<file path="src/hw/host_map_pkg.sv">
package host_map_pkg;

    localparam int BUS_ADDR_W = 16;
    localparam int BUS_DATA_W = 8;
    localparam int MEM_ADDR_W = 13;

    // ******************************************************************
    // Address map
    // ******************************************************************

    // Host addresses below this go to the video memory.
    localparam logic [BUS_ADDR_W-1:0] MEM_TOP = 16'h1C00;

    localparam logic [MEM_ADDR_W-1:0] TEXT_BASE = 13'h0000; // Row times 80 plus column.
    localparam logic [MEM_ADDR_W-1:0] FONT_BASE = 13'h1000; // Code times 12 plus glyph row.

    localparam logic [BUS_ADDR_W-1:0] CTL_ADDR = 16'h1FFF;
    localparam logic [BUS_ADDR_W-1:0] CRX_ADDR = 16'h1FFE;
    localparam logic [BUS_ADDR_W-1:0] CRY_ADDR = 16'h1FFD;

    localparam int CRX_W = 7;
    localparam int CRY_W = 6;

    // ******************************************************************
    // Control register layout
    // ******************************************************************

    localparam logic [BUS_DATA_W-1:0] CTL_DEFAULT = 8'b1111_1000; // White on black.

    localparam int CTL_ENABLE_BIT = 7;
    localparam int CTL_CURSOR_BIT = 6;
    localparam int CTL_FG_R = 5;
    localparam int CTL_FG_G = 4;
    localparam int CTL_FG_B = 3;
    localparam int CTL_BG_R = 2;
    localparam int CTL_BG_G = 1;
    localparam int CTL_BG_B = 0;

    localparam int CURSOR_LINE_FIRST = 10; // Underline covers rows 10 and 11.

endpackage

</file>
<file path="src/hw/host_regs.sv">
module host_regs (
    input  logic                                 clk,
    input  logic                                 rst_n,
    input  logic                                 strobe,
    input  logic                                 rw,
    input  logic [host_map_pkg::BUS_ADDR_W-1:0]  addr,
    input  logic [host_map_pkg::BUS_DATA_W-1:0]  d_in,
    input  logic [host_map_pkg::BUS_DATA_W-1:0]  mem_rdata,
    output logic [host_map_pkg::BUS_DATA_W-1:0]  d_out,
    output logic                                 mem_en,
    output logic                                 mem_we,
    output logic [host_map_pkg::MEM_ADDR_W-1:0]  mem_addr,
    output logic [host_map_pkg::BUS_DATA_W-1:0]  mem_wdata,
    output logic [host_map_pkg::BUS_DATA_W-1:0]  vga_ctl,
    output logic [host_map_pkg::CRX_W-1:0]       cursor_col,
    output logic [host_map_pkg::CRY_W-1:0]       cursor_row
);
    import host_map_pkg::*;

    logic                  in_mem;
    logic [BUS_DATA_W-1:0] reg_value;
    logic [BUS_DATA_W-1:0] rd_hold;
    logic                  rd_from_mem;

    assign in_mem = addr < MEM_TOP;

    // The memory sees the bus directly, so a write lands on the strobe edge.
    assign mem_en = strobe && in_mem;
    assign mem_we = rw;
    assign mem_addr = addr[MEM_ADDR_W-1:0];
    assign mem_wdata = d_in;

    // ******************************************************************
    // Registers
    // ******************************************************************

    always_comb begin
        case (addr)
            CTL_ADDR: reg_value = vga_ctl;
            CRX_ADDR: reg_value = BUS_DATA_W'(cursor_col);
            CRY_ADDR: reg_value = BUS_DATA_W'(cursor_row);
            default:  reg_value = '0; // Memory and unmapped space.
        endcase
    end

    always_ff @(posedge clk) begin
        if (!rst_n) begin
            vga_ctl <= CTL_DEFAULT;
            cursor_col <= '0;
            cursor_row <= '0;
        end else if (strobe && rw) begin
            case (addr)
                CTL_ADDR: vga_ctl <= d_in;
                CRX_ADDR: cursor_col <= d_in[CRX_W-1:0];
                CRY_ADDR: cursor_row <= d_in[CRY_W-1:0];
                default:  ; // Memory writes go through port B, others are dropped.
            endcase
        end
    end

    // ******************************************************************
    // Read return
    // ******************************************************************

    always_ff @(posedge clk) begin
        if (!rst_n) begin
            rd_from_mem <= 1'b0;
            rd_hold <= '0;
        end else if (strobe && !rw) begin
            rd_from_mem <= in_mem;
            rd_hold <= reg_value;
        end
    end

    // Port B keeps its last read byte, so both sources hold between reads.
    assign d_out = rd_from_mem ? mem_rdata : rd_hold;

endmodule

</file>
<file path="config.mk">
export PLATFORM = sky130hd
export DESIGN_NAME = host_regs
export DESIGN_NICKNAME = d
export VERILOG_FILES = /design/src/hw/host_map_pkg.sv /design/src/hw/host_regs.sv
export SDC_FILE = /design/constraint.sdc
export NUM_CORES = 1
export LEC_CHECK = 0
export BUFFER_PORTS_ARGS = -buffer_cell sky130_fd_sc_hd__buf_2
export CORE_MARGIN = 1.5
export CORE_UTILIZATION = 48
export CTS_CLUSTER_DIAMETER = 50
export DETAILED_ROUTE_END_ITERATION = 12
export PLACE_DENSITY_LB_ADDON = 0.1
export SYNTH_ARGS = -nofsm -noshare
export SYNTH_HDL_FRONTEND = slang
export SYNTH_SLANG_ARGS = --single-unit
</file>
<file path="constraint.sdc">
create_clock -name clk -period 2.2 [get_ports clk]
set_input_delay 0.11 -clock clk [delete_from_list [all_inputs] [get_ports clk]]
set_output_delay 0.11 -clock clk [all_outputs]
set_load 0.02 [all_outputs]
</file>
==> results of run 1 <==
[metal layers]
metal,track usage,up-vias
li1,-,699
met1,0.219,637
met2,0.331,47
met3,0.0476,8
met4,0.103,0
met5,0,-
[worst max-delay path by stage]
stage                                    endpoint  slack [ns]  cells after the start
after floorplan           vga_ctl[0]$_SDFFE_PN0P_        0.92                      5
after global placement    vga_ctl[5]$_SDFFE_PN1P_        0.57                      5
after detailed placement  vga_ctl[0]$_SDFFE_PN0P_        0.49                      5
after CTS                                d_out[5]        0.69                      2
after global routing                     d_out[6]        0.63                      2
final                                    d_out[3]        0.71                      2
[critical path, delay by kind of cell (launching register included)]
kind,cells,cell delay [ns]
buffers and inverters,1,0.16
multiplexers,1,0.37
flip-flops,1,0.52
[Yosys cell counts, drive strengths merged, types with 2 or more instances]
| master | count | area [µm²] |
|---|---|---|
| nand2 | 31 | 119 |
| dfxtp | 30 | 601 |
| buf | 26 | 190 |
| mux2i | 22 | 220 |
| mux2 | 15 | 169 |
| nor2b | 13 | 81.3 |
| a22oi | 6 | 45.0 |
| clkbuf | 6 | 22.5 |
| o21ai | 6 | 30.0 |
| nand4 | 3 | 18.8 |
| and2 | 2 | 12.5 |
| nor4 | 2 | 33.8 |
[flip-flops by register name, indices dropped and copies added, names as in the netlist]
register / cells
rd_hold: 8
vga_ctl: 8
cursor_col: 7
cursor_row: 6
rd_from_mem: 1
[power by group]
group / internal [µW] / switching (µW) / total, µW
Combinational: 59.4 / 87.5 / 147
Clock: 155 / 183 / 338
Sequential: 543 / 0.866 / 544
[layout make-up]
type,instances,area (µm²)
clock buffers,7,55.1
clock inverters,1,5.00
fillers,329,1330
multi-input cells,110,848
flip-flops and latches,30,601
well taps,46,57.6
repair buffers,88,443
[layout by cell type (no fill, tap or decap), drive strengths merged, types with 2 or more instances in the layout]
cell | netlist | final
nand4 | 3 | 3
buf | 26 | 88
o21ai | 6 | 6
nor4 | 2 | 2
nor2b | 13 | 13
and2 | 2 | 2
dfxtp | 30 | 30
a22oi | 6 | 6
mux2 | 15 | 15
mux2i | 22 | 22
nand2 | 31 | 31
clkbuf | 6 | 7
[through the flow]
| step | setup slack (ns) | util | area [µm²] | hold WS, ns | instances |
|---|---|---|---|---|---|
| floorplan | 0.925 | - | 1660 | 0.249 | 172 |
| detailed placement | 0.489 | 0.584 | 1950 | 0.387 | 274 |
| CTS | 0.688 | 0.602 | 2010 | 0.0397 | 282 |
| global placement | 0.567 | 0.584 | 1950 | 0.374 | 274 |
| finish | 0.714 | 0.602 | 2010 | 0.0442 | 282 |
| global route | 0.630 | 0.602 | 2010 | 0.0375 | 282 |
[logic make-up after synthesis]
| kind of cell | share of synthesized area |
|---|---|
| compound gates | 0.0678 |
| mux | 0.234 |
| buf+inv | 0.128 |
| simple gates | 0.209 |
| flops | 0.361 |
==> metrics, run 1 <==
Wirelength per Cell=12.8 µm; CTS tree=built; met2 WL post-DR=1.86 mm; crit path kind=flip-flop to output port; Setup crit end kind=output port; Detailed Routing Iterations Pass 1=4; routed vias/inst=4.93; CP Launch Point=rd_from_mem$_SDFFE_PN0P_; setup bufs post-CTS=0; crit path launch type=flip-flop; Reg2Reg Depth=3; CP peak stage delay=between 0.5 and 0.6 ns; leak pwr=between 0.001 and 0.0015 µW; Post-Syn Nets=roughly 210; Fin. Hold Viols=0; Slew Limit Fails=0; YS warnings=0; Clk pin slew, worst setup/hold paths=around 0.090 ns; die height=61.8 µm; Vias=1391; layout cells sized above 1=0.496; CP Max Fanout=9; Final period util=0.676; Tot Pwr=roughly 1000 µW; GRT Util Overall=0.193; status=complete, no violations; setup TNS=0 ns; Routed met1 length=around 1.5 mm; post-synthesis async set-or-reset flop share=0; worst slew pin tran=between 0.5 and 0.6 ns; Die Width=between 60 and 70 µm; Initial Utilization=0.498; largest net degree at the start of global routing=39; drc violations=0; clock root cell=clkbuf_4; number of global-route vias before repair=1155; CTS sink cnt=30; Max Clk Rate=0.673 GHz; TritonCTS Buffers=5; first-pass GRT wire length=5.13 mm; Core ar.=roughly 3300 µm²; maxcap violations=0; num ports=just under 90; top layer used by detailed routing=met4; DRT iter0 DRCs=29; fin crit period=approximately 1.5 ns; critical-path cell list=mux2_2 > buf_2; clock tree buffer depth=2; Final Routed Wirelength=around 3.6 mm; number of synthesized register bits=30; Distinct cells, synth=27; die area=around 3800 µm²; Final HPWL DP=2.81 mm; Synth Cell Area=about 1700 µm²; Req. time, crit path=~2.1 ns; Max VDD drop=approximately 0.00036 V; r2r endpoint=rd_hold[4]$_SDFFE_PN0P_; Post-synth EDFFs=0; CP arrival=roughly 1.4 ns; Area growth syn-to-layout=20.9%; Min-Delay Startpoint=d_in[6]; skew final=0.00638 ns; r2r setup slk=between 1 and 1.5 ns; hold path depth=3; Resize count post-CTS=0; H-tree depth=2; Core Rows=21; slowest stage cell, crit path=dfxtp_1; final setup vio count=0; initial antenna violation count=0; max_slew headroom=0.615; ANT cells=0; met3 WL post-DR=between 200 and 250 µm; later-pin clock latency in the skew report=about 0.33 ns; unrepaired setup endpoints after global routing=no; worst hold path class=primary input to flip-flop; count of input and output buffers=87; Placer Congestion=about 0.75; Nets=~270; Power Density=just over 500 nW/µm²; Syn Inst Count=172; cts hold-fix bufs=0; sequential-to-total area share from yosys stat=0.361; Hold EP=cursor_col[6]$_SDFFE_PN0P_; Avg Inst Size Synth=9.66 µm²; Reg-to-Reg Start=cursor_row[4]$_SDFFE_PN0P_; Final ANT Viol Nets=0; ys flop type=dfxtp_1; grt ovf=0
No activity file was read; power rests on OpenSTA's default activity.
==> run 2: changes to the inputs <==
Settings changed: CORE_UTILIZATION 48 to 45.
Clock period 2.2 ns to 1.4 ns, I/O delays scaled along.
==> run 2 against run 1 <==
Against the previous run:
- worst setup slack worse by 0.61 ns
- sequential share of layout area is 1.6 points lower
- sequential power is 57% higher
- via count is 1.9% higher
- utilization is 1.5 points higher
- count of clock-buffer cells in the layout is 1 higher
- combinational power is 65% higher
- global-route usage is 0.82 points higher
- cell count is 2.5% higher
- register-to-register slack worse by 0.78 ns
- non-clock buffer count is 7 higher
==> metrics, run 2 (synthesis gave the netlist of run 1 again) <==
crit path kind=flip-flop to output port; TritonCTS Buffers=5 (unchanged); Req. time, crit path=1.33 ns (-0.76 ns); Comb power frac=0.127 (-0.016); pre-CTS setup slack=0.0210 ns (-0.468 ns); worst setup margin=0.102 ns (-0.612 ns); Reg-to-Reg Start=vga_ctl[4]$_SDFFE_PN1P_; grt ovf=0 (unchanged); Die Width=63.8 µm (+3.1%); Slew Limit Fails=0 (unchanged); max_slew headroom=0.734 (+0.118); first-pass GRT wire length=6.28 mm (+22%); CTS tree=built; worst hold path class=primary input to flip-flop; Clock power frac=0.425 (+0.096); largest net degree at the start of global routing=22 (-44%); maxcap violations=0 (unchanged); Initial Utilization=0.483 (-0.0152); design area=2130 µm² (+5.8%); Detailed Routing Iterations Pass 1=4 (unchanged); internal power=1450 µW (+92%); CP Launch Point=rd_from_mem$_SDFFE_PN0P_; leak pwr=0.00107 µW (+6.1%); clock root cell=clkbuf_8; Vias=1418 (+1.9%); CP Max Fanout=9 (unchanged); top layer used by detailed routing=met4; Setup crit end kind=output port; GRT Util Overall=0.201 (+0.00821); sequential power share=0.448 (-0.081); Max VDD drop=0.000597 V (+67%); drc violations=0 (unchanged); initial antenna violation count=0 (unchanged); Clk pin slew, worst setup/hold paths=0.06 ns (-0.03 ns); worst slew pin tran=0.394 ns (-0.183 ns); CP arrival=1.23 ns (-0.15 ns); Tot Pwr=1910 µW (+86%); layout cells sized above 1=0.519 (+0.0228); P_sw=459 µW (+69%); die height=63.8 µm (+3.1%); crit path launch type=flip-flop; unrepaired setup endpoints after global routing=no; count of input and output buffers=87 (unchanged); family with the most delay on the worst path=flip-flops; number of global-route vias before repair=1392 (+21%); sw frac=0.240 (-0.0239); Wirelength per Cell=13.1 µm (+2.1%); Final period util=0.927; setup TNS=0 ns (unchanged); Fin. Hold Viols=0 (unchanged); final setup vio count=0 (unchanged); Power Density=899 nW/µm² (+76%); ANT cells=0 (unchanged); slowest stage cell, crit path=dfxtp_2; CTS sink cnt=30 (unchanged); setup bufs post-CTS=0 (unchanged); Max Clk Rate=between 0.7 and 0.8 GHz; Final HPWL DP=2.96 mm (+5.5%); clock tree buffer depth=2 (unchanged); Min-Delay Startpoint=d_in[7]; Core Rows=21 (unchanged); Area growth syn-to-layout=27.9%; DRT iter0 DRCs=57 (+97%); DP Area=2010 µm² (+3.3%); routed vias/inst=4.91 (-0.53%); Routed met1 length=1.62 mm (+9.9%); Final Routed Wirelength=3.78 mm (+4.6%); Nets=278 (+2.6%); later-pin clock latency in the skew report=0.28 ns (-0.05 ns); commonest non-fill, non-tap cell in the layout=buf_2; fin crit period=about 1.3 ns; Core ar.=3440 µm² (+3.1%); WP buf/inv=1 (unchanged); Regs by FF count=rd_hold: 8 flops, vga_ctl: 8 flops, cursor_col: 7 flops; met3 WL post-DR=293 µm (+40%); CP peak stage delay=0.43 ns (-0.09 ns); status=complete, no violations; die area=4070 µm² (+6.3%); Final ANT Viol Nets=0 (unchanged); met2 WL post-DR=1.85 mm (-0.75%); H-tree depth=2 (unchanged); most frequent cells in the layout=buf_2, nand2_1, dfxtp_1, mux2i_1, mux2_2; skew final=0.00113 ns (-0.00525 ns); critical-path cell list=mux2_2 > buf_2; WHS=0.0658 ns (+0.0216 ns); num ports=88 (unchanged); Placer Congestion=0.748 (+0.24%)
run 2: changes by cell type in the layout (fill, tap and decap cells not counted), sizes merged:
cell	previous run	this run
buf	88	95
clkbuf	7	8
clkinv	1	0
run 2: final cells by class:
cell class | instances | area [µm²]
Sequential cell | 30 | 602
Timing Repair Buffer | 95 | 508
Fill cell | 314 | 1320
Clock buffer | 8 | 110
Multi-Input combinational cell | 110 | 848
Tap cell | 46 | 57.6
run 2: stage by stage:
step,utilization,instances
finish,0.618,289
detailed placement,0.585,281
global placement,0.585,281
floorplan,-,172
CTS,0.618,289
global route,0.618,289
run 2: per-layer routing:
metal,track usage,vias to the layer above
met2,0.339,58
met5,0,-
met1,0.241,646
met3,0.0704,2
li1,-,712
met4,0.0571,0
run 2: worst min-delay path: stages:
cell     delay (ns)
buf_2          0.09
nor2b_1        0.04
mux2i_1        0.11
run 2: timing repair:
action | 4_1_cts | 5_1_grt
hold endpoints to repair | 0 | 0
resized for setup | 1 | 0
setup endpoints to repair | 8 | 0
hold buffers | 0 | 0
run 2: worst paths after layout:
check                             to  depth (start not counted)  slack [ns]
max reg2reg  rd_hold[4]$_SDFFE_PN0P_                          3        0.37
min reg2reg  rd_hold[4]$_SDFFE_PN0P_                          2        0.44
max                         d_out[5]                          2        0.10
min          vga_ctl[7]$_SDFFE_PN1P_                          3        0.07
run 2: power by group through the flow:
stage / clock network [µW] / registers (µW) / logic [µW]
after detailed placement: 0 / 875 / 243
after CTS: 824 / 856 / 244
after global placement: 0 / 874 / 240
after floorplan: 0 / 873 / 173
final: 812 / 856 / 243
after global routing: 872 / 855 / 260
==> run 3: changes to the inputs <==
Settings changed: ABC_AREA set to 1.
==> run 3 against run 2 <==
Against the previous run:
- clock power fell by 22%
- sequential power rose by 0.8%
- critical path depth did not move
- global-route usage rose by 0.56 points
- area after synthesis rose by 2.2%
- die area rose by 2.1%
- via count rose by 13%
- register-to-register slack improved by 0.20 ns
- fmax rose by 0.64%
==> metrics, run 3 <==
worst hold path class=primary input to flip-flop; ys flop type=dfxtp_1; Avg Inst Size Synth=7.55 µm² (-22%); ANT cells=0 (unchanged); Synth Area in Adders=0 (unchanged); clock tree buffer depth=2 (unchanged); Clk pin slew, worst setup/hold paths=0.06 ns (about the same); DRT iter0 DRCs=65 (+14%); Final Routed Wirelength=3.86 mm (+1.9%); Setup crit end kind=output port; Regs by FF count=rd_hold: 8 flops, vga_ctl: 8 flops, cursor_col: 7 flops; routed vias/inst=4.70 (-4.3%); Vias=1597 (+13%); CTS tree=built; largest net degree at the start of global routing=25 (+14%); Nets=328 (+18%); WP buf/inv=1 (unchanged); TritonCTS Buffers=5 (unchanged); family with the most delay on the worst path=flip-flops; Final HPWL DP=2.88 mm (-2.8%); die height=64.4 µm (+1.0%); Area growth syn-to-layout=22.0%; Syn Inst Count=225 (+31%); grt ovf=0 (unchanged); layout cells sized above 1=0.408 (-0.111); critical-path cell list=mux2_2 > buf_2; later-pin clock latency in the skew report=0.27 ns (about the same); setup bufs post-CTS=0 (unchanged); drc violations=0 (unchanged); slowest stage cell, crit path=dfxtp_2; skew final=0.00361 ns (+0.00248 ns); Fin. Hold Viols=0 (unchanged); Placer Congestion=0.783 (+4.7%); XOR/XNOR Fraction of Synth Area=0 (unchanged); CP Max Fanout=9 (unchanged); Core ar.=3630 µm² (+5.6%); sequential-to-total area share from yosys stat=0.354 (-0.00772); Detailed Routing Iterations Pass 1=4 (unchanged); fin crit period=1.29 ns (-0.00820 ns); Post-Syn Nets=261 (+25%); number of global-route vias before repair=1392 (unchanged); max_slew headroom=0.741 (+0.00726); top cell type's share of synthesized area=0.354 (-0.00772); Synth Area in Compound Gates=0.118 (+0.0501); crit path launch type=flip-flop; leak pwr=0.00104 µW (-2.7%); CP peak stage delay=0.43 ns (about the same); post-synthesis async set-or-reset flop share=0 (unchanged); Clock power frac=0.365 (-0.060); mux cell area share after synthesis=0.0531 (-0.181); Req. time, crit path=1.33 ns (about the same); GRT Util Overall=0.206 (+0.00560); status=complete, no violations; Area contributors post-synth=dfxtp_1, buf_4, nand3_1; clock root cell=clkbuf_8; Post-synth EDFFs=0 (unchanged); combinational family with the most area after synthesis=simple AND/OR/NAND/NOR gates; Post-synth top cells=nand2_1, nand3_1, dfxtp_1, inv_1; sequential power share=0.498 (+0.050); CP arrival=1.22 ns (about the same); sw frac=0.256 (+0.0154); setup TNS=0 ns (unchanged); Max VDD drop=0.000527 V (-12%); Final period util=0.922 (-0.00586); final setup vio count=0 (unchanged); count of input and output buffers=87 (unchanged); YS warnings=0 (unchanged); Wirelength per Cell=11.3 µm (-13%); simple-gate portion of the synthesized area=0.276 (+0.0678); Synth Cell Area=1700 µm² (+2.2%); number of synthesized register bits=30 (unchanged); first-pass GRT wire length=6.57 mm (+4.6%); commonest non-fill, non-tap cell in the layout=buf_2; Distinct cells, synth=22 (-19%); Yosys top cell by area=dfxtp_1; Die Width=64.4 µm (+1.0%); Power Density=837 nW/µm² (-6.9%); die area=4150 µm² (+2.1%); internal power=1290 µW (-11%); most frequent cell after synthesis=nand2_1; P_sw=443 µW (-3.4%); unrepaired setup endpoints after global routing=no; CTS sink cnt=30 (unchanged); Initial Utilization=0.467 (-0.0154); H-tree depth=2 (unchanged); Core Rows=22 (+4.8%); initial antenna violation count=0 (unchanged); Max Clk Rate=0.775 GHz (+0.64%); num ports=88 (unchanged); WHS=0.0222 ns (-0.0436 ns); Slew Limit Fails=0 (unchanged); Comb power frac=0.137 (+0.010); most frequent cells in the layout=buf_2, nand2_1, nand3_1, dfxtp_1, inv_1; Final ANT Viol Nets=0 (unchanged); crit path kind=flip-flop to output port; maxcap violations=0 (unchanged); worst slew pin tran=0.388 ns (-0.00534 ns)
run 3: final cells by class:
cell class                      count  area [µm²]
Clock buffer                        7        76.3
Fill cell                         370        1560
Inverter                           27         104
Multi-Input combinational cell    138         759
Sequential cell                    30         602
Tap cell                           48        60.1
Timing Repair Buffer               90         470
run 3: per-layer routing:
layer	part of all wire	global-route usage	up-vias
li1	-	-	847
met1	0.48	0.278	696
met2	0.45	0.318	50
met3	0.060	0.0521	4
met4	0.011	0.0798	0
met5	0	0	-
run 3: cells by family after synthesis:
logic type,Yosys count
DFF,30
and+or+nand+nor,90
AOI/OAI and AO/OA,40
buffers and inverters,57
muxes,8
run 3: path summary, 6_finish.rpt:
kind / from / to / slack (ns) / cells after the start
worst max register to register: cursor_col[0]$_SDFFE_PN0P_ / rd_hold[0]$_SDFFE_PN0P_ / 0.57 / 4
worst max-delay path: rd_from_mem$_SDFFE_PN0P_ / d_out[0] / 0.11 / 2
worst min register to register: cursor_col[3]$_SDFFE_PN0P_ / cursor_col[3]$_SDFFE_PN0P_ / 0.46 / 2
worst min-delay path: d_in[7] / vga_ctl[7]$_SDFFE_PN1P_ / 0.02 / 3
run 3: power groups by stage:
| stage | Combinational, µW | Sequential [µW] | Clock [µW] |
|---|---|---|---|
| finish | 237 | 863 | 634 |
| global route | 260 | 864 | 702 |
| floorplan | 180 | 877 | 0 |
| global placement | 237 | 882 | 0 |
| detailed placement | 239 | 882 | 0 |
| CTS | 240 | 864 | 649 |
run 3: per-stage QoR:
stage | setup slack (ns) | std cells | cell area, µm² | total power (µW) | utilization
3_3_place_gp | 0.126 | 333 | 1990 | 1120 | 0.549
2_1_floorplan | 0.331 | 225 | 1700 | 1060 | -
3_5_place_dp | 0.106 | 333 | 1990 | 1120 | 0.549
6_report | 0.110 | 340 | 2070 | 1730 | 0.570
5_1_grt | 0.0382 | 340 | 2070 | 1830 | 0.570
4_1_cts | 0.0898 | 340 | 2070 | 1750 | 0.570
run 3: repair_timing:
action,in CTS,in global routing
hold buffers,0,0
setup endpoints to repair,8,0
gates resized for setup,1,0
run 3: worst min-delay path, stage by stage:
cell	delay, ns
buf_2	0.08
nand2_1	0.05
nand3_1	0.07
