### src/hw/video_timing_pkg.sv
package video_timing_pkg;

    // ******************************************************************
    // Character grid
    // ******************************************************************

    localparam int TEXT_COLS = 80;
    localparam int TEXT_ROWS = 40;
    localparam int TEXT_CELLS = TEXT_COLS * TEXT_ROWS; // 3200 cells in the text region.

    localparam int CHAR_W = 8;
    localparam int CHAR_H = 12;

    // ******************************************************************
    // 640 by 480 VGA timing, one pixel per clock
    // ******************************************************************

    localparam int H_VISIBLE = 640;
    localparam int H_FRONT = 16;
    localparam int H_SYNC = 96;
    localparam int H_BACK = 48;
    localparam int H_TOTAL = H_VISIBLE + H_FRONT + H_SYNC + H_BACK; // 800 cycles per line.

    localparam int V_VISIBLE = 480;
    localparam int V_FRONT = 10;
    localparam int V_SYNC = 2;
    localparam int V_BACK = 33;
    localparam int V_TOTAL = V_VISIBLE + V_FRONT + V_SYNC + V_BACK; // 525 lines per frame.

    localparam int HCOUNT_W = 10;
    localparam int VCOUNT_W = 10;

endpackage

### src/hw/host_map_pkg.sv
package host_map_pkg;

    localparam int BUS_ADDR_W = 16;
    localparam int BUS_DATA_W = 8;
    localparam int MEM_ADDR_W = 13;

    // ******************************************************************
    // Address map
    // ******************************************************************

    // Host addresses below this go to the video memory.
    localparam logic [BUS_ADDR_W-1:0] MEM_TOP = 16'h1C00;

    localparam logic [MEM_ADDR_W-1:0] TEXT_BASE = 13'h0000; // Row times 80 plus column.
    localparam logic [MEM_ADDR_W-1:0] FONT_BASE = 13'h1000; // Code times 12 plus glyph row.

    localparam logic [BUS_ADDR_W-1:0] CTL_ADDR = 16'h1FFF;
    localparam logic [BUS_ADDR_W-1:0] CRX_ADDR = 16'h1FFE;
    localparam logic [BUS_ADDR_W-1:0] CRY_ADDR = 16'h1FFD;

    localparam int CRX_W = 7;
    localparam int CRY_W = 6;

    // ******************************************************************
    // Control register layout
    // ******************************************************************

    localparam logic [BUS_DATA_W-1:0] CTL_DEFAULT = 8'b1111_1000; // White on black.

    localparam int CTL_ENABLE_BIT = 7;
    localparam int CTL_CURSOR_BIT = 6;
    localparam int CTL_FG_R = 5;
    localparam int CTL_FG_G = 4;
    localparam int CTL_FG_B = 3;
    localparam int CTL_BG_R = 2;
    localparam int CTL_BG_G = 1;
    localparam int CTL_BG_B = 0;

    localparam int CURSOR_LINE_FIRST = 10; // Underline covers rows 10 and 11.

endpackage

### src/hw/text_renderer.sv
module text_renderer (
    input  logic                                 clk,
    input  logic                                 rst_n,
    input  logic [host_map_pkg::BUS_DATA_W-1:0]  vga_ctl,
    input  logic [host_map_pkg::CRX_W-1:0]       cursor_col,
    input  logic [host_map_pkg::CRY_W-1:0]       cursor_row,
    input  logic [host_map_pkg::BUS_DATA_W-1:0]  fetch_data,
    output logic [host_map_pkg::MEM_ADDR_W-1:0]  fetch_addr,
    output logic                                 pixel_r,
    output logic                                 pixel_g,
    output logic                                 pixel_b,
    output logic                                 hsync,
    output logic                                 vsync
);
    import video_timing_pkg::*;
    import host_map_pkg::*;

    logic [HCOUNT_W-1:0]         h_count;
    logic [VCOUNT_W-1:0]         v_count;
    logic [$clog2(CHAR_W)-1:0]   phase;
    logic                        in_tail;
    logic [CRX_W-1:0]            cell_col;
    logic [CRY_W-1:0]            cell_row;
    logic [$clog2(CHAR_H)-1:0]   cell_line;
    logic [BUS_DATA_W-1:0]       code;
    logic [BUS_DATA_W-1:0]       shifter;
    logic [MEM_ADDR_W-1:0]       text_addr;
    logic [MEM_ADDR_W-1:0]       glyph_addr;
    logic                        cursor_hit;
    logic                        pix_on;

    // ******************************************************************
    // Beam counters
    // ******************************************************************

    always_ff @(posedge clk) begin
        if (!rst_n) begin
            h_count <= '0;
            v_count <= '0;
        end else if (h_count == H_TOTAL - 1) begin
            h_count <= '0;
            v_count <= (v_count == V_TOTAL - 1) ? '0 : v_count + 1'b1;
        end else begin
            h_count <= h_count + 1'b1;
        end
    end

    assign phase = h_count[$clog2(CHAR_W)-1:0];
    assign in_tail = h_count >= H_TOTAL - CHAR_W; // Column 0 of the next line.
    assign cell_col = in_tail ? '0 : CRX_W'(h_count / CHAR_W + 1);

    // Row and glyph line of the line being fetched, one window ahead of the beam.
    always_ff @(posedge clk) begin
        if (!rst_n) begin
            cell_line <= '0;
            cell_row <= '0;
        end else if (h_count == H_TOTAL - CHAR_W - 1) begin
            if (v_count == V_TOTAL - 1) begin
                cell_line <= '0;
                cell_row <= '0;
            end else if (cell_line == CHAR_H - 1) begin
                cell_line <= '0;
                cell_row <= cell_row + 1'b1;
            end else begin
                cell_line <= cell_line + 1'b1;
            end
        end
    end

    // ******************************************************************
    // Cell fetch and shifter
    // ******************************************************************

    assign text_addr = TEXT_BASE + MEM_ADDR_W'(cell_row * TEXT_COLS) + MEM_ADDR_W'(cell_col);
    assign glyph_addr = FONT_BASE + MEM_ADDR_W'(code * CHAR_H) + MEM_ADDR_W'(cell_line);
    assign fetch_addr = (phase < 2) ? text_addr : glyph_addr; // Glyph byte is ready at phase 7.

    always_ff @(posedge clk) begin
        if (phase == 1) begin
            code <= fetch_data;
        end
    end

    assign cursor_hit = vga_ctl[CTL_CURSOR_BIT] && cell_col == cursor_col &&
                        cell_row == cursor_row && cell_line >= CURSOR_LINE_FIRST;

    always_ff @(posedge clk) begin
        if (!rst_n) begin
            shifter <= '0;
        end else if (phase == CHAR_W - 1) begin
            shifter <= cursor_hit ? '1 : fetch_data;
        end else begin
            shifter <= shifter << 1; // Leftmost pixel is the MSB.
        end
    end

    // ******************************************************************
    // Output stage
    // ******************************************************************

    assign pix_on = h_count < H_VISIBLE && v_count < V_VISIBLE && vga_ctl[CTL_ENABLE_BIT];

    always_ff @(posedge clk) begin
        if (!rst_n) begin
            pixel_r <= 1'b0;
            pixel_g <= 1'b0;
            pixel_b <= 1'b0;
            hsync <= 1'b1;
            vsync <= 1'b1;
        end else begin
            pixel_r <= pix_on && (shifter[7] ? vga_ctl[CTL_FG_R] : vga_ctl[CTL_BG_R]);
            pixel_g <= pix_on && (shifter[7] ? vga_ctl[CTL_FG_G] : vga_ctl[CTL_BG_G]);
            pixel_b <= pix_on && (shifter[7] ? vga_ctl[CTL_FG_B] : vga_ctl[CTL_BG_B]);
            hsync <= !(h_count >= H_VISIBLE + H_FRONT &&
                       h_count < H_VISIBLE + H_FRONT + H_SYNC);
            vsync <= !(v_count >= V_VISIBLE + V_FRONT &&
                       v_count < V_VISIBLE + V_FRONT + V_SYNC);
        end
    end

endmodule

### config.mk
export PLATFORM = sky130hd
export DESIGN_NAME = text_renderer
export DESIGN_NICKNAME = d
export VERILOG_FILES = /design/src/hw/video_timing_pkg.sv /design/src/hw/host_map_pkg.sv /design/src/hw/text_renderer.sv
export SDC_FILE = /design/constraint.sdc
export NUM_CORES = 1
export LEC_CHECK = 0
export BUFFER_PORTS_ARGS = -buffer_cell sky130_fd_sc_hd__buf_2
export CORE_MARGIN = 1
export CORE_UTILIZATION = 35
export CTS_CLUSTER_SIZE = 14
export DETAILED_ROUTE_END_ITERATION = 10
export PLACE_DENSITY = 0.54
export REMOVE_ABC_BUFFERS = 1
export SLEW_MARGIN = 20
export SYNTH_ARGS = -nofsm -noshare
export SYNTH_HDL_FRONTEND = slang
export SYNTH_SLANG_ARGS = --single-unit
### constraint.sdc
create_clock -name clk -period 2.85 [get_ports clk]
set_clock_uncertainty 0.1 [all_clocks]
set_input_delay 0.1425 -clock clk [delete_from_list [all_inputs] [get_ports clk]]
set_output_delay 0.1425 -clock clk [all_outputs]
set_load 0.01 [all_outputs]
==> results of run 1 <==
worst reg2reg max path, stage by stage (launching register included):
cell	delay, ns
dfxtp_1	0.33
buf_4	0.14
buf_4	0.18
or3_4	0.44
a31oi_1	0.28
o22ai_1	0.14
a2111oi_2	0.33
o2111ai_1	0.42
nand2_1	0.18
stage by stage:
| stage | TNS, ns | setup WS [ns] | power [mW] | instances | utilization [%] |
|---|---|---|---|---|---|
| detailed placement | -0.718 | -0.283 | 1.08 | 639 | 42.2 |
| CTS | -1.41 | -0.513 | 1.52 | 664 | 45.4 |
| global placement | -0.543 | -0.232 | 1.07 | 639 | 42.2 |
| global route | -2.15 | -0.523 | 1.60 | 667 | 46.6 |
| finish | -1.28 | -0.365 | 1.51 | 667 | 46.6 |
| floorplan | -0.302 | -0.232 | 0.958 | 417 | - |
Yosys cell counts, types with 4 or more instances:
master    instances  share of area (%)
edfxtp_1          8                6.5
nand2b_1          5               0.85
a211oi_1          4               0.81
ha_1             31                 11
and2_1            4               0.68
nand3_1          14                1.9
inv_1            23                2.3
nor2b_1           8                1.4
nand2_1          41                4.2
a21o_1            4               0.81
fa_1              4                2.2
clkbuf_1          9               0.91
nor2_1           43                4.4
nand4_1          13                2.2
mux2i_1           4                1.1
nor3_1            6               0.81
a21oi_1           9                1.2
dfxtp_1          43                 23
o21ai_1           6               0.81
xor2_1           29                6.9
o21ai_0          17                2.3
a31oi_1           4               0.68
or3_1             6                1.0
and3_1           14                2.4
xnor2_1          15                3.6
mux2_2            8                2.4
nor3b_1           4               0.81
cells by family after synthesis:
kind of cell	after synthesis
xor+xnor	44
fa+ha+maj	35
flops	51
simple gates	179
buf+inv	35
compound gates	73
mux	12
flip-flops by register name, indices dropped and copies added, names as in the netlist:
register and flops:
v_count 10, code 8, pixel_g 1, pixel_b 1, vsync 1, cell_row 6, cell_line 4, hsync 1
h_count 10, shifter 8, pixel_r 1
routing by layer:
metal / wire length [um] / GRT usage (%) / vias to the layer above
li1: - / - / 1722
met1: 4050 / 20.1 / 1561
met2: 4540 / 30.4 / 55
met3: 239 / 2.25 / 12
met4: 146 / 5.13 / 0
met5: 0 / 0 / -
worst max path at each step:
stage	endpoint	depth (start not counted)	from	slack, ns
after global routing	fetch_addr[12]	14	h_count[3]	-0.52
after floorplan	fetch_addr[12]	13	h_count[3]	-0.23
after detailed placement	fetch_addr[12]	12	h_count[3]	-0.28
final	fetch_addr[12]	14	h_count[3]	-0.37
after global placement	fetch_addr[12]	12	h_count[3]	-0.23
after CTS	fetch_addr[12]	14	h_count[3]	-0.51
repair_timing:
| item | CTS | global route |
|---|---|---|
| setup buffers | 3 | 3 |
| hold buffers | 14 | 0 |
| endpoints found under the setup margin | 7 | 7 |
| pin swaps | 9 | 9 |
| hold endpoints to repair | 11 | 0 |
| gates resized for setup | 28 | 17 |
cell type report:
type / count / share of cell area [%]
Inverter: 23 / 1.80
Sequential cell: 51 / 23.2
Clock inverter: 2 / 0.288
Timing Repair Buffer: 106 / 15.0
Multi-Input combinational cell: 343 / 54.6
Clock buffer: 6 / 1.52
Tap cell: 136 / 3.56
power groups by stage:
stage | Sequential, mW | Clock [mW] | Combinational (mW)
floorplan | 0.773 | 0 | 0.186
global placement | 0.775 | 0 | 0.296
detailed placement | 0.775 | 0 | 0.301
CTS | 0.758 | 0.438 | 0.323
global route | 0.759 | 0.465 | 0.373
finish | 0.757 | 0.420 | 0.334
==> results.rst, run 1 <==
.. list-table::
   :header-rows: 1

   * - Metric
     - Value
   * - Status
     - finished, violations left
   * - Failing checks
     - setup timing
   * - Register-to-Register Setup Slack
     - 0.25 ns
   * - Height of the die
     - between 100 and 150 um
   * - Number of antenna diodes
     - 0
   * - Synthesized-area fraction occupied by ao, oa, aoi and oai cells
     - 13.6%
   * - Horizontal die dimension
     - 105 um
   * - Final critical-path share of the clock period
     - 113%
   * - Filler cells
     - ~1,000
   * - Number of cells on the worst reg-to-reg path
     - 8
   * - Wire length of the first global-routing pass
     - between 10,000 and 15,000 um
   * - Max FO, Critical Path
     - 3
   * - Part of the power in combinational logic
     - 22.1%
   * - Unrepaired setup endpoints after global routing
     - true
   * - Share of total power consumed by net switching
     - between 20% and 30%
   * - P_leak
     - roughly 2.1 nW
   * - Estimated wirelength of the detail-placed design
     - 6920 um
   * - Critical path's top delay family
     - simple AND/OR/NAND/NOR gates
   * - Worst hold stages
     - 3
   * - H-tree depth
     - 2
   * - Initial DRT Pass Iterations
     - 4
   * - Synthesized-area fraction occupied by and/or/nand/nor cells
     - 26.1%
   * - VDD IR-drop max
     - between 0.00015 and 0.0002 V
   * - Clk slew on worst S/H paths
     - roughly 0.1 ns
   * - Clk_lat worst skew
     - 0.31 ns
   * - Fin area
     - 0.00479 mm^2
   * - Commonest register cell after synthesis
     - dfxtp_1
   * - Hold WS
     - between 0.02 and 0.03 ns
   * - Maximum buffer depth of the clock tree
     - 2
   * - Share of synthesized cell area in full adder, half adder and majority cells
     - 12.7%
   * - Cell area after placement
     - 0.00433 mm^2
   * - Internal Power
     - approximately 1.1 mW
   * - Relative slew slack
     - 53.5%
   * - Cells after Synth
     - 429
   * - Unique masters post-synth
     - 63
   * - Worst Tran Pin Value
     - 0.697 ns
   * - Fraction of power consumed by sequential logic
     - 50.1%
   * - Number of antenna violations at the first check in global routing
     - 0
   * - Clock tree from TritonCTS
     - built
   * - NumNets Final
     - between 500 and 600
   * - Leading cell types in the layout, fill and taps excluded
     - buf_2 (48), nor2_1 (42), buf_4 (42)
   * - Post-Route WL
     - ~9000 um
   * - Final Setup Violations
     - 6
   * - Psw
     - 0.434 mW
   * - Launching point of the worst reg2reg path
     - h_count[7]
   * - Slowest cell on the critical path
     - fa_2
   * - Overall fraction of global-route tracks in use
     - 16.6%
   * - Count of final hold-check violations
     - 0
   * - Pin count of the biggest net entering global routing
     - 24
   * - Clock buffers created by TritonCTS
     - 5
   * - Worst setup margin
     - -0.365 ns
   * - Post-Synth XOR/XNOR Area
     - 10.4%
   * - Data required, critical path
     - 2.61 ns
   * - Endpoint type of the worst setup path
     - primary output
   * - Startpoint of the tightest hold check path
     - vga_ctl[7]
   * - Vias per inst
     - around 5
   * - Max_cap viols
     - 0
   * - Clock Power Share
     - 27.8%
   * - Synthesized flop and latch total
     - 51
   * - Area occupied by registers
     - 0.00111 mm^2
   * - Maximum cell stage delay along the critical path
     - 0.41 ns
   * - Total power density per cell area
     - 316 mW/mm^2
   * - Crit Path Class
     - reg2out
   * - Min-Delay Endpoint
     - pixel_g
   * - Vias in the first global route
     - between 3,000 and 4,000
   * - DRT iter0 DRCs
     - about 120
   * - Chain of cells forming the critical path
     - ha_4, and3_4, xnor2_4, a21oi_2, ha_2, inv_2, fa_2, nor2b_4, o21ai_2, or3_4, nor4_4, a211oi_1, a41oi_1, buf_2
   * - Average cell area after synthesis
     - around 8.6 um^2
   * - Count of input and output buffers
     - between 40 and 50
   * - Time the worst path needs with I/O delays and setup
     - around 3.2 ns
   * - Most common cell after layout, fill and taps aside
     - buf_2
   * - Share of synthesized area occupied by flip-flops and latches
     - between 20 and 30%
   * - Total overflow reported by the global router
     - 0
   * - Layout cells sized above 1
     - 27.9%
   * - Cell Rows
     - 37
   * - Total via count after detailed routing
     - 3,350
   * - FFs w/ async S/R, synth
     - 0%
   * - Starting density of the core
     - 35.9%
   * - Area overhead of the layout relative to synthesis
     - 29.6%
   * - Number of buffer and inverter stages on the critical path
     - 2
   * - Mux cell area share after synthesis
     - 3.52%
   * - Average wire per standard cell
     - 13.5 um
   * - EDFF count, synth
     - 8
   * - DRC violations left
     - 0
   * - Overall die area
     - 0.0110 mm^2
   * - Cell chosen for the clock root
     - clkbuf_8
   * - Core region area
     - 0.0103 mm^2
   * - Capturing point of the worst reg2reg path
     - shifter[0]
   * - Timing-limited maximum frequency
     - 0.311 GHz
   * - Number of max-slew violations in the final report
     - 0
   * - Cell area after technology mapping
     - about 0.0037 mm^2
   * - Area used by multi-input combinational logic
     - 0.00261 mm^2
   * - Critical path startpoint category
     - flip-flop
   * - Gpl congestion
     - 0.896
   * - Arrival time reported for the critical path endpoint
     - 2.97 ns
   * - Remaining number of nets flagged by the antenna check after routing
     - 0
   * - Total I/O pin count
     - 49
   * - CTS Sinks
     - slightly above 50
   * - Number of warnings reported in the yosys synthesis log
     - 0
   * - Main combinational cell family by area after synthesis
     - simple AND/OR/NAND/NOR gates
   * - Hold crit path type
     - in2reg
(Power assumes the default switching activity.)
==> run 2: changes to the inputs <==
--- a/config.mk
+++ b/config.mk
@@ -5,8 +5,7 @@
 export SDC_FILE = /design/constraint.sdc
 export NUM_CORES = 1
 export LEC_CHECK = 0
-export BUFFER_PORTS_ARGS = -buffer_cell sky130_fd_sc_hd__buf_2
-export CORE_MARGIN = 1
+export BUFFER_PORTS_ARGS = -buffer_cell sky130_fd_sc_hd__buf_4
 export CORE_UTILIZATION = 35
 export CTS_CLUSTER_SIZE = 14
 export DETAILED_ROUTE_END_ITERATION = 10
@@ -16,3 +15,4 @@
 export SYNTH_ARGS = -nofsm -noshare
 export SYNTH_HDL_FRONTEND = slang
 export SYNTH_SLANG_ARGS = --single-unit
+export TNS_END_PERCENT = 100
==> run 2 against run 1 <==
Against the previous run:
- the flow still finishes with violations (setup timing)
- non-clock buffer count decreased by 1
- sequential power is essentially flat
- register-to-register slack lost 0.06 ns
- clock power is 2% higher
- largest cell class unchanged
- highest routed layer unchanged
==> results.rst, run 2 (synthesis gave the netlist of run 1 again) <==
.. list-table::
   :header-rows: 1

   * - Metric
     - Value
   * - Number of max-slew violations in the final report
     - 0 (unchanged)
   * - Number of antenna diodes
     - 0 (unchanged)
   * - Overall die area
     - 0.0110 mm^2 (unchanged)
   * - Count of final hold-check violations
     - 0 (unchanged)
   * - Estimated wirelength of the detail-placed design
     - 6970 um (+0.84%)
   * - Cell area after placement
     - 0.00448 mm^2 (+3.3%)
   * - Clock tree from TritonCTS
     - built
   * - Status
     - finished, violations left
   * - Number of antenna violations at the first check in global routing
     - 0 (unchanged)
   * - Total negative setup slack
     - -1.64 ns (-0.365 ns)
   * - Gpl congestion
     - 0.865 (-3.5%)
   * - P_leak
     - 2.15 nW (+2.2%)
   * - Register-to-Register Setup Slack
     - 0.19 ns (-0.06 ns)
   * - Endpoint type of the worst setup path
     - primary output
   * - Core region area
     - 0.0103 mm^2 (unchanged)
   * - Worst setup margin
     - -0.455 ns (-0.0894 ns)
   * - Fin area
     - 0.00495 mm^2 (+3.3%)
   * - Failing checks
     - setup timing
   * - Max FO, Critical Path
     - 4 (+1)
   * - Cell Rows
     - 37 (unchanged)
   * - Relative slew slack
     - 50.0% (-3.5 points)
   * - Horizontal die dimension
     - 105 um (unchanged)
   * - VDD IR-drop max
     - 0.000214 V (+22%)
   * - Part of the power in combinational logic
     - 23.0% (+0.9 points)
   * - Placed Cells incl. Taps
     - 642 (+0.47%)
   * - Unrepaired setup endpoints after global routing
     - true
   * - Crit Path Class
     - reg2out
   * - Clock Power Share
     - 27.8% (about the same)
   * - Timing-limited maximum frequency
     - 0.303 GHz (-2.7%)
   * - DRC violations left
     - 0 (unchanged)
   * - Area used by multi-input combinational logic
     - 0.00266 mm^2 (+1.6%)
   * - CTS Sinks
     - 51 (unchanged)
   * - Leading cell types in the layout, fill and taps excluded
     - buf_4 (89), nor2_1 (42), nand2_1 (40)
   * - Vias in the first global route
     - 3,307 (+1.4%)
   * - Arrival time reported for the critical path endpoint
     - 3.06 ns (+0.09 ns)
   * - Critical path startpoint category
     - flip-flop
   * - Time the worst path needs with I/O delays and setup
     - 3.30 ns (+0.0894 ns)
   * - Maximum buffer depth of the clock tree
     - 2 (unchanged)
   * - Overall fraction of global-route tracks in use
     - 16.9% (+0.25 points)
   * - Total overflow reported by the global router
     - 0 (unchanged)
   * - Psw
     - 0.445 mW (+2.5%)
   * - Hold WS
     - 0.0308 ns (+0.00142 ns)
   * - Clk slew on worst S/H paths
     - 0.09 ns (about the same)
   * - Initial DRT Pass Iterations
     - 4 (unchanged)
   * - Data required, critical path
     - 2.61 ns (about the same)
   * - Vias per inst
     - 5.08 (+1.2%)
   * - Clk_lat worst skew
     - 0.31 ns (about the same)
   * - Starting density of the core
     - 35.9% (unchanged)
   * - NumNets Final
     - 595 (-0.17%)
   * - Average wire per standard cell
     - 13.5 um (+0.44%)
   * - H-tree depth
     - 2 (unchanged)
   * - Layout cells sized above 1
     - 28.5% (+0.62 points)
   * - Internal Power
     - 1.09 mW (+1.4%)
   * - Height of the die
     - 105 um (unchanged)
   * - Final critical-path share of the clock period
     - 116% (+3.1 points)
   * - Top Registers
     - h_count x10, v_count x10
   * - Share of total power consumed by net switching
     - 29.0% (+0.24 points)
   * - Area occupied by registers
     - 0.00111 mm^2 (unchanged)
   * - DRT iter0 DRCs
     - 84 (-32%)
   * - Area overhead of the layout relative to synthesis
     - 33.9%
   * - Total power density per cell area
     - 311 mW/mm^2 (-1.6%)
   * - Wire length of the first global-routing pass
     - 15,100 um (+1.6%)
   * - Total via count after detailed routing
     - 3,385 (+1.0%)
   * - Max_cap viols
     - 0 (unchanged)
   * - Total I/O pin count
     - 49 (unchanged)
   * - Finished Core Util
     - 48.1% (+1.6 points)
   * - Remaining number of nets flagged by the antenna check after routing
     - 0 (unchanged)
   * - Count of input and output buffers
     - 48 (unchanged)
   * - Final Setup Violations
     - 6 (unchanged)
   * - Clock buffers created by TritonCTS
     - 5 (unchanged)
   * - Worst Tran Pin Value
     - 0.749 ns (+0.0521 ns)
   * - Filler cells
     - 1,025 (-0.87%)
   * - Pin count of the biggest net entering global routing
     - 25 (+4.2%)
   * - Most common cell after layout, fill and taps aside
     - buf_4
   * - Post-Route WL
     - 9000 um (+0.29%)
   * - Hold crit path type
     - in2reg
   * - Cell chosen for the clock root
     - clkbuf_8
   * - Final cell count without fillers
     - 666 (-0.15%)
   * - Fraction of power consumed by sequential logic
     - 49.3% (-0.8 points)
[run 2: cell count changes in the layout (fill, tap and decap cells not counted), sizes merged]
cell	before	now
buf	92	91
clkbuf	6	5
clkinvlp	0	1
[run 2: area by class of cell]
type | count | share of cell area, %
flip-flops and latches | 51 | 22.5
clock inverters | 3 | 0.405
inverters | 23 | 1.80
multi-input cells | 343 | 53.7
well taps | 136 | 3.44
repair buffers | 105 | 16.8
clock buffers | 5 | 1.39
[run 2: worst paths after layout]
kind         startpoint        endpoint  cells after the start
min          vga_ctl[7]         pixel_r                      3
max          h_count[4]  fetch_addr[12]                     12
min reg2reg  h_count[0]      h_count[0]                      1
max reg2reg  h_count[7]      shifter[6]                      8
[run 2: routing by layer]
layer / GRT usage [%] / vias to the layer above / routed length, um
li1: - / 1717 / -
met1: 20.2 / 1612 / 3960
met2: 30.9 / 44 / 4650
met3: 2.31 / 12 / 239
met4: 5.33 / 0 / 148
met5: 0 / - / 0
[run 2: repair_timing]
| item | in CTS | in global routing |
|---|---|---|
| gates cloned | 0 | 0 |
| pin swaps | 5 | 8 |
| gates resized for setup | 31 | 21 |
| setup endpoints to repair | 6 | 6 |
| buffers inserted | 3 | 1 |
| hold buffers | 14 | 0 |
| hold endpoints to repair | 12 | 0 |
[run 2: worst max-delay path, cell delays in order, from the launching register on]
cell and delay [ns]:
dfxtp_4 0.37, and3_4 0.18, and3_4 0.17, or3_1 0.34, a21boi_4 0.16, fa_2 0.36
nor2b_2 0.15, o21ai_2 0.07, or3_4 0.35, nor4_4 0.23, a211oi_2 0.07, a41oi_2 0.16
buf_4 0.14
[run 2: power groups by stage]
stage	clock (mW)	sequential, mW	combinational, mW
2_1_floorplan	0	0.773	0.186
3_3_place_gp	0	0.775	0.320
3_5_place_dp	0	0.775	0.325
4_1_cts	0.442	0.758	0.344
5_1_grt	0.461	0.759	0.390
6_report	0.427	0.757	0.353
[run 2: metrics by stage]
| stage | setup slack, ns | power (mW) |
|---|---|---|
| final | -0.455 | 1.54 |
| after global placement | -0.235 | 1.09 |
| after detailed placement | -0.269 | 1.10 |
| after CTS | -0.431 | 1.54 |
| after global routing | -0.620 | 1.61 |
| after floorplan | -0.232 | 0.958 |
==> run 3: changes to the inputs <==
--- a/config.mk
+++ b/config.mk
@@ -9,7 +9,7 @@
 export CORE_UTILIZATION = 35
 export CTS_CLUSTER_SIZE = 14
 export DETAILED_ROUTE_END_ITERATION = 10
-export PLACE_DENSITY = 0.54
+export PLACE_DENSITY = 0.52
 export REMOVE_ABC_BUFFERS = 1
 export SLEW_MARGIN = 20
 export SYNTH_ARGS = -nofsm -noshare
==> constraint.sdc (replaced) <==
create_clock -name clk -period 3.15 [get_ports clk]
set_clock_uncertainty 0.1 [all_clocks]
set_input_delay 0.1575 -clock clk [delete_from_list [all_inputs] [get_ports clk]]
set_output_delay 0.1575 -clock clk [all_outputs]
set_load 0.01 [all_outputs]
==> run 3 against run 2 <==
Against the previous run:
- the run still ends with setup timing left
- sequential power is 9.6% lower
- routed wire length is 1.1% lower
- clock power is 10% lower
- combinational power is 9.3% lower
- sequential share of layout area is 0.86 points higher
- worst hold slack better by 0.029 ns
- utilization is 1.7 points lower
- first-iteration DRC count is 2.4% lower
- global-route usage is 0.089 points lower
- highest routed layer unchanged
==> results.rst, run 3 (synthesis gave the netlist of run 1 again) <==
.. list-table::
   :header-rows: 1

   * - Metric
     - Value
   * - Register-to-Register Setup Slack
     - 0.65 ns (+0.46 ns)
   * - Total I/O pin count
     - 49 (unchanged)
   * - Maximum buffer depth of the clock tree
     - 2 (unchanged)
   * - Psw
     - 0.401 mW (-10%)
   * - Count of final hold-check violations
     - 0 (unchanged)
   * - Status
     - finished, violations left
   * - Failing checks
     - setup timing
   * - Vias per inst
     - 5.04 (-0.87%)
   * - Cell area after placement
     - 0.00434 mm^2 (-3.0%)
   * - Internal Power
     - 0.987 mW (-9.6%)
   * - Height of the die
     - 105 um (unchanged)
   * - Arrival time reported for the critical path endpoint
     - 2.97 ns (-0.09 ns)
   * - Chain of cells forming the critical path
     - ha_4, and3_4, xnor2_2, a21oi_2, ha_2, inv_2, fa_2, nor2b_4, o21ai_2, or3_4, nor4_2, a211oi_1, a41oi_1, buf_4
   * - Cell Rows
     - 37 (unchanged)
   * - Relative slew slack
     - 51.1% (+1.1 points)
   * - H-tree depth
     - 2 (unchanged)
   * - Total overflow reported by the global router
     - 0 (unchanged)
   * - Timing-limited maximum frequency
     - 0.310 GHz
   * - Fin area
     - 0.00477 mm^2 (-3.6%)
   * - Clk_lat worst skew
     - 0.31 ns (about the same)
   * - Wire length of the first global-routing pass
     - 15,000 um (-0.46%)
   * - Vias in the first global route
     - 3,196 (-3.4%)
   * - Unrepaired setup endpoints after global routing
     - true
   * - Hold WS
     - 0.0597 ns (+0.0289 ns)
   * - Fraction of power consumed by sequential logic
     - 49.3% (about the same)
   * - Post-layout total power
     - 1.39 mW (-9.7%)
   * - Pin count of the biggest net entering global routing
     - 25 (unchanged)
   * - NumNets Final
     - 581 (-2.4%)
   * - Clock buffers created by TritonCTS
     - 5 (unchanged)
   * - Count of input and output buffers
     - 48 (unchanged)
   * - Data required, critical path
     - 2.89 ns (+0.28 ns)
   * - Overall fraction of global-route tracks in use
     - 16.8% (-0.089 points)
   * - Horizontal die dimension
     - 105 um (unchanged)
   * - Number of antenna diodes
     - 0 (unchanged)
   * - Total power density per cell area
     - 291 mW/mm^2 (-6.4%)
   * - Critical path startpoint category
     - flip-flop
   * - Leading cell types in the layout, fill and taps excluded
     - buf_4 (77), nor2_1 (42), nand2_1 (40)
   * - Total negative setup slack
     - -0.178 ns (+1.46 ns)
   * - Worst setup margin
     - -0.0805 ns (+0.374 ns)
   * - Part of the power in combinational logic
     - 23.0% (about the same)
   * - Post-Place Worst Slack
     - -0.0121 ns (+0.257 ns)
   * - Max_cap viols
     - 0 (unchanged)
   * - Finished Core Util
     - 46.4% (-1.7 points)
   * - Final Setup Violations
     - 3 (-3)
   * - DRT iter0 DRCs
     - 82 (-2.4%)
   * - Crit Path Class
     - reg2out
   * - Worst Tran Pin Value
     - 0.732 ns (-0.0166 ns)
   * - Estimated wirelength of the detail-placed design
     - 6690 um (-4.0%)
   * - Clk slew on worst S/H paths
     - 0.10 ns (about the same)
   * - Launching point of the worst reg2reg path
     - h_count[7]
   * - Starting density of the core
     - 35.9% (unchanged)
   * - Total via count after detailed routing
     - 3,285 (-3.0%)
   * - Final cell count without fillers
     - 652 (-2.1%)
   * - Maximum cell stage delay along the critical path
     - 0.37 ns (about the same)
   * - Post-Route WL
     - 8900 um (-1.1%)
   * - DRC violations left
     - 0 (unchanged)
   * - Number of max-slew violations in the final report
     - 0 (unchanged)
   * - Time the worst path needs with I/O delays and setup
     - 3.23 ns
   * - Min-Delay Endpoint
     - pixel_b
   * - Average wire per standard cell
     - 13.7 um (+1.0%)
   * - VDD IR-drop max
     - 0.000155 V (-28%)
   * - Share of total power consumed by net switching
     - 28.9% (-0.083 points)
   * - Capturing point of the worst reg2reg path
     - shifter[6]
   * - Area overhead of the layout relative to synthesis
     - 29.1%
   * - Cell chosen for the clock root
     - clkbuf_8
   * - Clock tree from TritonCTS
     - built
   * - CTS Sinks
     - 51 (unchanged)
   * - Number of cells on the worst reg-to-reg path
     - 7 (-1)
   * - P_leak
     - 2.05 nW (-4.6%)
   * - Slowest cell on the critical path
     - dfxtp_4
   * - Endpoint type of the worst setup path
     - primary output
   * - Most common cell after layout, fill and taps aside
     - buf_4
   * - Initial DRT Pass Iterations
     - 4 (unchanged)
   * - Number of antenna violations at the first check in global routing
     - 0 (unchanged)
   * - Remaining number of nets flagged by the antenna check after routing
     - 0 (unchanged)
   * - Hold crit path type
     - in2reg
   * - Top Registers
     - h_count x10, v_count x10
   * - Layout cells sized above 1
     - 25.4% (-3.1 points)
   * - Core region area
     - 0.0103 mm^2 (unchanged)
   * - Startpoint of the tightest hold check path
     - vga_ctl[7]
   * - Clock Power Share
     - 27.7% (about the same)
   * - Max FO, Critical Path
     - 4 (unchanged)
   * - Gpl congestion
     - 0.829 (-4.1%)
   * - Worst hold stages
     - 3 (unchanged)
   * - Final critical-path share of the clock period
     - 103%
   * - Overall die area
     - 0.0110 mm^2 (unchanged)
   * - Placed Cells incl. Taps
     - 624 (-2.8%)
## run 3: routing by layer
metal	share of wire, %	routed length [um]	track usage (%)
met1	45	4020	21.1
met2	50	4420	29.5
met3	3.6	323	2.43
met4	1.6	140	5.13
met5	0	0	0
## run 3: final cells by class
type	count	area (um^2)
clock buffers	5	68.8
repair buffers	91	718
clock inverters	3	20.0
fillers	1053	5510
well taps	136	170
inverters	23	86.3
multi-input cells	343	2590
flip-flops and latches	51	1110
## run 3: critical path, delay by kind of cell, from the launching register on
family | cells | cell delay (ns)
AND/OR/NAND/NOR | 4 | 0.79
adder cells (fa/ha/maj) | 3 | 0.72
AO/OA/AOI/OAI | 4 | 0.45
flip-flops | 1 | 0.37
buffers and inverters | 2 | 0.19
XOR/XNOR | 1 | 0.14
## run 3: worst max path at each step
stage	startpoint	end	slack [ns]	cells past startpoint
after global routing	h_count[4]	fetch_addr[12]	-0.27	14
after CTS	h_count[3]	fetch_addr[12]	-0.11	14
after floorplan	h_count[3]	fetch_addr[12]	0.05	13
after detailed placement	h_count[3]	fetch_addr[12]	-0.01	12
final	h_count[4]	fetch_addr[12]	-0.08	14
after global placement	h_count[3]	fetch_addr[12]	0.02	12
## run 3: timing repair
action | in CTS | in global routing
buffers inserted | 5 | 2
hold buffers | 14 | 0
setup endpoints to repair | 4 | 5
pin swaps | 4 | 4
endpoints found under the hold margin | 12 | 0
cloned | 0 | 0
gates resized for setup | 25 | 16
## run 3: power by group through the flow
stage / Combinational, mW / Clock (mW) / Sequential (mW)
4_1_cts: 0.301 / 0.403 / 0.686
3_5_place_dp: 0.287 / 0 / 0.701
6_report: 0.320 / 0.384 / 0.684
5_1_grt: 0.357 / 0.426 / 0.686
3_3_place_gp: 0.284 / 0 / 0.701
2_1_floorplan: 0.168 / 0 / 0.699
